File: src/bbc_glue_pkg.sv
package bbc_glue_pkg;

	// address widths
	localparam int sdram_addr_w = 25;
	localparam int cpu_addr_w = 16;

	// rom load bases in sdram
	localparam logic [sdram_addr_w-1:0] rom_base_os = 25'h080000;
	localparam logic [sdram_addr_w-1:0] rom_base_other = 25'h068000;

	// download index that only carries cmos contents
	localparam logic [7:0] cmos_index = 8'hff;

	// where an access lands
	typedef enum logic [2:0] {
		REG_LOADER,
		REG_VIDEO,
		REG_MAIN_RAM,
		REG_FILING_RAM,
		REG_MOS_ROM,
		REG_MODELB_ROM,
		REG_MASTER_ROM,
		REG_SIDEWAYS_RAM
	} region_e;

	// one cpu or video access from the core
	typedef struct packed {
		logic [cpu_addr_w-1:0] adr;
		logic [7:0] romsel;
		logic acc_y;
		logic shadow_ram;
		logic shadow_vid;
		logic phi0;
		logic we;
		logic [7:0] dout;
	} cpu_bus_t;

	// download port of the io controller
	typedef struct packed {
		logic download;
		logic wr;
		logic [7:0] index;
		logic [sdram_addr_w-1:0] addr;
		logic [7:0] data;
	} ioctl_t;

	typedef struct packed {
		logic [sdram_addr_w-1:0] addr;
		logic we;
		logic [7:0] din;
	} sdram_req_t;

	typedef struct packed {
		logic [sdram_addr_w-1:0] addr;
		logic we;
		logic [7:0] data;
	} loader_wr_t;

endpackage

File: src/bbc_glue_top.sv
`timescale 1ns/1ps

module bbc_glue_top #(
	parameter int unsigned remap_hold_cycles = 4095,
	parameter int unsigned autoboot_cycles = 32000000
) (
	input logic clk_48m,
	input logic reset,
	input logic mem_sync,
	input logic pll_ready,
	input logic sdram_ready,
	input logic osd_reset,
	input logic button_reset,
	input logic model,
	input logic rommap,
	input logic autoboot_en,
	input bbc_glue_pkg::cpu_bus_t cpu,
	input bbc_glue_pkg::ioctl_t ioctl,
	output bbc_glue_pkg::sdram_req_t sdram,
	output logic core_reset,
	output logic autoboot_shift
);
	import bbc_glue_pkg::*;

	loader_wr_t loader_wr;

	rom_loader u_rom_loader (
		.clk_48m (clk_48m),
		.reset (reset),
		.mem_sync (mem_sync),
		.ioctl (ioctl),
		.loader_wr (loader_wr)
	);

	reset_ctrl #(
		.remap_hold_cycles (remap_hold_cycles),
		.autoboot_cycles (autoboot_cycles)
	) u_reset_ctrl (
		.clk_48m (clk_48m),
		.reset (reset),
		.mem_sync (mem_sync),
		.pll_ready (pll_ready),
		.sdram_ready (sdram_ready),
		.osd_reset (osd_reset),
		.button_reset (button_reset),
		.download (ioctl.download),
		.model (model),
		.rommap (rommap),
		.autoboot_en (autoboot_en),
		.core_reset (core_reset),
		.autoboot_shift (autoboot_shift)
	);

	// loader wins the sdram port while a download runs
	mem_map u_mem_map (
		.clk_48m (clk_48m),
		.cpu (cpu),
		.loader_wr (loader_wr),
		.download (ioctl.download),
		.model (model),
		.rommap (rommap),
		.sdram (sdram)
	);

endmodule

File: src/mem_map.sv
`timescale 1ns/1ps

module mem_map (
	input logic clk_48m,
	input bbc_glue_pkg::cpu_bus_t cpu,
	input bbc_glue_pkg::loader_wr_t loader_wr,
	input logic download,
	input logic model,
	input logic rommap,
	output bbc_glue_pkg::sdram_req_t sdram
);
	import bbc_glue_pkg::*;

	// sdram areas besides the os rom
	localparam logic [sdram_addr_w-1:0] filing_base = 25'h00a000;
	localparam logic [sdram_addr_w-1:0] modelb_base = 25'h090000;
	localparam logic [sdram_addr_w-1:0] master_base = 25'h0a0000;
	localparam logic [sdram_addr_w-1:0] swram_base = 25'h040000;

	logic cpu_ram;
	logic mos_rom;
	logic sideways;
	logic mos_ram;
	logic filing_ram;
	logic sideways_ram;
	logic rom_selected;
	logic ram_write;
	region_e region;

	assign cpu_ram = !cpu.adr[15];
	assign mos_rom = (cpu.adr[15:14] == 2'b11);
	assign sideways = (cpu.adr[15:14] == 2'b10);

	// master private ram at 8000-8fff
	assign mos_ram = sideways && (cpu.adr[13:12] == 2'b00) && cpu.romsel[7];
	assign filing_ram = (cpu.adr[15:13] == 3'b110) && cpu.acc_y;

	// banks 4-7 are ram
	assign sideways_ram = sideways && (cpu.romsel[3:2] == 2'b01);

	// which rom banks are populated depends on model and low/high mapping
	always_comb begin
		if (model) begin
			rom_selected = (cpu.romsel[3:2] == 2'b00) || cpu.romsel[3];
		end else if (rommap) begin
			rom_selected = (cpu.romsel[3:2] == 2'b00);
		end else begin
			rom_selected = (cpu.romsel[3:2] == 2'b11);
		end
	end

	// first match wins
	always_comb begin
		if (download) begin
			region = REG_LOADER;
		end else if (!cpu.phi0) begin
			region = REG_VIDEO;
		end else if (cpu_ram || mos_ram) begin
			region = REG_MAIN_RAM;
		end else if (filing_ram) begin
			region = REG_FILING_RAM;
		end else if (mos_rom) begin
			region = REG_MOS_ROM;
		end else if (sideways && rom_selected && !model) begin
			region = REG_MODELB_ROM;
		end else if (sideways && rom_selected && model) begin
			region = REG_MASTER_ROM;
		end else begin
			region = REG_SIDEWAYS_RAM;
		end
	end

	assign ram_write = cpu.we && (cpu_ram || mos_ram || filing_ram || sideways_ram);

	always_comb begin
		sdram.we = ram_write;
		sdram.din = cpu.dout;
		case (region)
			REG_LOADER: begin
				sdram.addr = loader_wr.addr;
				sdram.we = loader_wr.we;
				sdram.din = loader_wr.data;
			end
			REG_VIDEO: sdram.addr = sdram_addr_w'({cpu.shadow_vid, cpu.adr});
			REG_MAIN_RAM: sdram.addr = sdram_addr_w'({cpu.shadow_ram, cpu.adr});
			REG_FILING_RAM: sdram.addr = filing_base + cpu.adr[12:0];
			REG_MOS_ROM: sdram.addr = rom_base_os + {model, cpu.adr[13:0]};
			REG_MODELB_ROM: sdram.addr = modelb_base + {cpu.romsel[1:0], cpu.adr[13:0]};
			REG_MASTER_ROM: begin
				// 64k per group of four banks, 16k per bank
				sdram.addr = master_base + {cpu.romsel[3:2], 16'h0000} +
					{cpu.romsel[1:0], cpu.adr[13:0]};
			end
			default: sdram.addr = swram_base + {cpu.romsel[3:0], cpu.adr[13:0]};
		endcase
	end

	// rom images must stay intact whatever the cpu does
	a_no_rom_write: assert property (@(posedge clk_48m)
		(region inside {REG_MOS_ROM, REG_MODELB_ROM, REG_MASTER_ROM}) |-> !sdram.we);

endmodule

File: src/reset_ctrl.sv
`timescale 1ns/1ps

module reset_ctrl #(
	parameter int unsigned remap_hold_cycles = 4095,
	parameter int unsigned autoboot_cycles = 32000000
) (
	input logic clk_48m,
	input logic reset,
	input logic mem_sync,
	input logic pll_ready,
	input logic sdram_ready,
	input logic osd_reset,
	input logic button_reset,
	input logic download,
	input logic model,
	input logic rommap,
	input logic autoboot_en,
	output logic core_reset,
	output logic autoboot_shift
);

	localparam int remap_w = $clog2(remap_hold_cycles + 1);
	localparam int boot_w = $clog2(autoboot_cycles + 1);

	logic last_model;
	logic last_rommap;
	logic [remap_w-1:0] remap_cnt;
	logic remap_hold;
	logic reset_in;
	logic [boot_w-1:0] boot_cnt;

	// previous settings, no reset so they follow the inputs
	always_ff @(posedge clk_48m) begin
		last_model <= model;
		last_rommap <= rommap;
	end

	// keep the core in reset for a while after a mapping change
	always_ff @(posedge clk_48m) begin
		if (reset) begin
			remap_cnt <= '0;
		end else if (last_model != model || last_rommap != rommap) begin
			remap_cnt <= remap_w'(remap_hold_cycles);
		end else if (remap_cnt != '0) begin
			remap_cnt <= remap_cnt - 1'b1;
		end
	end

	assign remap_hold = (remap_cnt != '0);

	assign reset_in = !pll_ready || !sdram_ready || osd_reset || button_reset ||
		download || remap_hold;

	// only sampled at the memory slot boundary
	always_ff @(posedge clk_48m) begin
		if (reset) begin
			core_reset <= 1'b1;
		end else if (mem_sync) begin
			core_reset <= reset_in;
		end
	end

	// shift held down for a fixed time once the core runs
	always_ff @(posedge clk_48m) begin
		if (reset || core_reset) begin
			boot_cnt <= boot_w'(autoboot_cycles);
		end else if (boot_cnt != '0) begin
			boot_cnt <= boot_cnt - 1'b1;
		end
	end

	assign autoboot_shift = autoboot_en && (boot_cnt != '0);

	a_reset_on_sync: assert property (@(posedge clk_48m) disable iff (reset)
		$changed(core_reset) |-> $past(mem_sync));

endmodule

File: src/rom_loader.sv
`timescale 1ns/1ps

module rom_loader (
	input logic clk_48m,
	input logic reset,
	input logic mem_sync,
	input bbc_glue_pkg::ioctl_t ioctl,
	output bbc_glue_pkg::loader_wr_t loader_wr
);
	import bbc_glue_pkg::*;

	logic pending;
	logic wr_we;
	logic [sdram_addr_w-1:0] wr_addr;
	logic [7:0] wr_data;
	logic [sdram_addr_w-1:0] load_base;

	// os image goes to its own area, everything else below it
	assign load_base = (ioctl.index == 8'h00) ? rom_base_os : rom_base_other;

	// one pending byte, a second write before mem_sync merges in
	always_ff @(posedge clk_48m) begin
		if (reset) begin
			pending <= 1'b0;
			wr_we <= 1'b0;
		end else begin
			if (mem_sync) begin
				pending <= 1'b0;
				wr_we <= pending;
			end
			if (ioctl.wr && ioctl.download && ioctl.index != cmos_index) begin
				pending <= 1'b1;
			end
		end
	end

	// address and data taken at the slot that raises we
	always_ff @(posedge clk_48m) begin
		if (mem_sync && pending) begin
			wr_addr <= ioctl.addr + load_base;
			wr_data <= ioctl.data;
		end
	end

	assign loader_wr = '{addr: wr_addr, we: wr_we, data: wr_data};

	// a loader write only comes out of a running download
	a_we_in_download: assert property (@(posedge clk_48m) disable iff (reset)
		$rose(wr_we) |-> $past(ioctl.download));

endmodule

File: config.mk
export PLATFORM = sky130hd
export DESIGN_NAME = bbc_glue_top
export DESIGN_NICKNAME = d
export VERILOG_FILES = /design/src/bbc_glue_pkg.sv /design/src/bbc_glue_top.sv /design/src/mem_map.sv /design/src/reset_ctrl.sv /design/src/rom_loader.sv
export SDC_FILE = /design/constraint.sdc
export NUM_CORES = 1
export LEC_CHECK = 0
export ABC_CLOCK_PERIOD_IN_PS = 5100
export BUFFER_PORTS_ARGS = -buffer_cell sky130_fd_sc_hd__buf_2
export CAP_MARGIN = 25
export CORE_UTILIZATION = 55
export CTS_BUF_LIST = sky130_fd_sc_hd__clkbuf_4
export CTS_CLUSTER_DIAMETER = 60
export DETAILED_ROUTE_END_ITERATION = 8
export PLACE_DENSITY_LB_ADDON = 0.15
export SYNTH_ARGS = -nofsm -noshare
export SYNTH_HDL_FRONTEND = slang
export SYNTH_SLANG_ARGS = --single-unit
File: constraint.sdc
create_clock -name clk_48m -period 5.1 [get_ports clk_48m]
set_input_delay 0.765 -clock clk_48m [delete_from_list [all_inputs] [get_ports clk_48m]]
set_output_delay 0.765 -clock clk_48m [all_outputs]
set_load 0.05 [all_outputs]
==> flow_summary.toml <==
[synth]
synthFlopType = "dfxtp_1"
syn-cell-area_mm2 = 0.00382
synth_seq_cells = 75
synthCells = 379
yosysSeqAreaShare = 0.479
yosys_warnings = 0
yosysMostFrequentCell = "dfxtp_1"
synth.avg_cell_area_um2 = 10.1
yosys-top-cells-count = "dfxtp_1, nor2_1, edfxtp_1"
ys_async_sr_fraction = 0
netlist_top_cells_area = "edfxtp_1, dfxtp_1, mux2_2, xor2_1, xnor2_1"
synth-edff-count = 33
ys_types = 57
synth_top_area_share = 0.259
synth_top_cell_by_area = "edfxtp_1"
syn-num-nets = 476

[die]
start_util = 0.566
core_area_mm2 = 0.00676
dieWidth_um = 85.4
dieArea_mm2 = 0.00728
rows = 30
io_pins = 126
die_y_um = 85.4

[sta]
hold_ws_ps = 496
max_slew_margin = 0.470
post-route-period-util = 0.670
setup_violations = 0
drv_slew = 0
hold_viol = 0
max_freq_mhz = 293
totalNegativeSetupSlack_ps = 0
rsz0062_at_grt = "false"
worstMarginPinSlew_ps = 795
layout_min_cycle_time_ps = 3420
clock_skew_ps = 26.3

[setup_path]
critPathKind = "flop to output pin"
timing.rr.end = "u_reset_ctrl.boot_cnt[3]"
r2r_setup_slack_ps = 2900
reg2reg_from = "u_reset_ctrl.boot_cnt[16]"
cp-end-kind = "output pin"
startpoint_type = "flop"
worstPathArrival_ps = 2650
cp_max_fo = 11
cp.required_ps = 4340
r2r_cells = 5

[route]
via_per_inst = 5.54
wl_per_cell_um = 14.2
antenna_left = 0
drt-initial-drc-count = 102
drc = 0
vias = 3221
firstDrtPassIters = 4
drt-total-wl_um = 8240

[min_path]
hold_end = "u_reset_ctrl.boot_cnt[24]"
min_path_cells = 1
hold_start = "u_reset_ctrl.boot_cnt[24]"
hold_path_class = "flop to flop"

[run]
drv_cap = 0

[cts]
clk_path_buf_depth = 2
cts_resized = 0
post_cts_buffers = 0
cts_hold_buf = 0
root_buffer = "clkbuf_4"
clock_latency_ps = 400
cts_tree = "built"
cts_max_level = 3
cts_buffers = 9
clkSlewWorstSetupHoldPaths_ps = 120
cts.sinks = 75

[placement]
port_buffers = 122
dp_cells = 565
gp_congestion = 0.851
dpl.hpwl_um = 6220

[pwr]
ir_worst_vdd_mv = 0.157
power.leakage_nw = 1.89
powerDensity_mw_per_mm2 = 275

[final_layout]
final_cells = 581
antennaDiodeCount = 0
drive_gt1_frac = 0.341
fin_nets = 593
area_growth_pct = 20.7
fill_cells = 558

[global_routing]
gr-total-overflow = 0
grt_pass1_wl_um = 13000
grt.total_usage = 0.225
antenna_found_initial = 0
grt_start_max_net_pins = 44
grt_pass1_vias = 2918

[outcome]
status = "finished, final reports clean"
[area by class of cell]
| cell class | instances | area, um^2 | area share |
|---|---|---|---|
| tap | 80 | 100 | 0.0217 |
| multi-input combinational | 278 | 1890 | 0.410 |
| clock inverter | 5 | 55.1 | 0.0119 |
| clock buffer | 11 | 82.6 | 0.0179 |
| timing repair buffer | 123 | 618 | 0.134 |
| sequential | 75 | 1830 | 0.397 |
| inverter | 9 | 33.8 | 0.00733 |
[cells by family (layout without fill, tap and decap cells)]
| kind of cell | Yosys count | in the layout | share of synthesized area |
|---|---|---|---|
| flops | 75 | 75 | 0.479 |
| mux | 23 | 23 | 0.0671 |
| simple gates | 146 | 146 | 0.207 |
| compound gates | 66 | 66 | 0.115 |
| fa+ha+maj | 7 | 7 | 0.0229 |
| xor+xnor | 36 | 36 | 0.0825 |
| buf+inv | 26 | 148 | 0.0262 |
[critical path, stage by stage, from the launching register on]
cell and delay (ps):
dfxtp_1 380, nor4_1 630, nand3b_1 470, nand3b_4 340, and2_2 230, buf_2 200
[cell usage in the layout, fill, tap and decap left out, types with 2 or more instances in the layout]
master | synthesis | final
nand2_1 | 29 | 29
nand3b_1 | 2 | 2
o21ai_0 | 9 | 9
o21bai_1 | 2 | 2
nor2b_1 | 4 | 4
nor3_1 | 13 | 13
clkbuf_4 | 0 | 11
and3_1 | 4 | 4
a21o_1 | 4 | 4
or2_2 | 3 | 3
mux2_2 | 21 | 21
nor2_1 | 34 | 34
edfxtp_1 | 33 | 33
xor2_1 | 20 | 20
a32o_1 | 2 | 2
nor4_1 | 14 | 14
a31oi_1 | 5 | 5
xnor2_1 | 16 | 16
or3_1 | 5 | 5
o211ai_1 | 3 | 3
o221ai_1 | 2 | 2
a211oi_1 | 3 | 3
mux2i_1 | 2 | 2
and2_1 | 8 | 8
nand2b_1 | 2 | 2
dfxtp_1 | 42 | 42
ha_1 | 7 | 7
nand3_1 | 8 | 8
inv_1 | 9 | 9
a21oi_1 | 23 | 23
nand4_1 | 9 | 9
buf_2 | 2 | 122
[how the worst max path moves through the flow]
stage / startpoint / end / slack [ps]
2_1_floorplan: cpu[35] / sdram[8] / 1500
3_3_place_gp: cpu[35] / sdram[27] / 1980
6_report: u_reset_ctrl.boot_cnt[16] / autoboot_shift / 1680
4_1_cts: u_reset_ctrl.boot_cnt[0] / autoboot_shift / 1650
3_5_place_dp: cpu[35] / sdram[27] / 1950
5_1_grt: u_reset_ctrl.boot_cnt[16] / autoboot_shift / 1470
[layer usage]
layer	GRT usage	routed length, um	vias up	share of wire
li1	-	-	1618	-
met1	0.281	3630	1510	0.44
met2	0.396	4130	84	0.50
met3	0.0399	387	9	0.047
met4	0.0758	91	0	0.011
met5	0	0	-	0
[stage by stage]
step                utilization  power (mW)  area, um^2  setup slack (ps)
floorplan                     -       0.850        3820              1500
global placement          0.662       0.917        4470              1980
detailed placement        0.662       0.923        4470              1950
CTS                       0.682        1.28        4610              1650
global route              0.682        1.33        4610              1470
finish                    0.682        1.27        4610              1680
[power breakdown]
group	internal (mW)	switching [mW]	leakage, nW
registers	0.649	0.0152	0.646
logic	0.0934	0.153	1.17
clock network	0.160	0.197	0.0749
[registers in the layout (all words and copies together), names as in the netlist]
signal and flops:
u_reset_ctrl.last_rommap 1, u_reset_ctrl.remap_cnt 12, u_rom_loader.pending 1, u_reset_ctrl.boot_cnt 25, u_rom_loader.wr_data 8, u_reset_ctrl.core_reset 1
u_reset_ctrl.last_model 1, u_rom_loader.wr_addr 25, u_rom_loader.wr_we 1
Power figures use the tool's default switching activity.
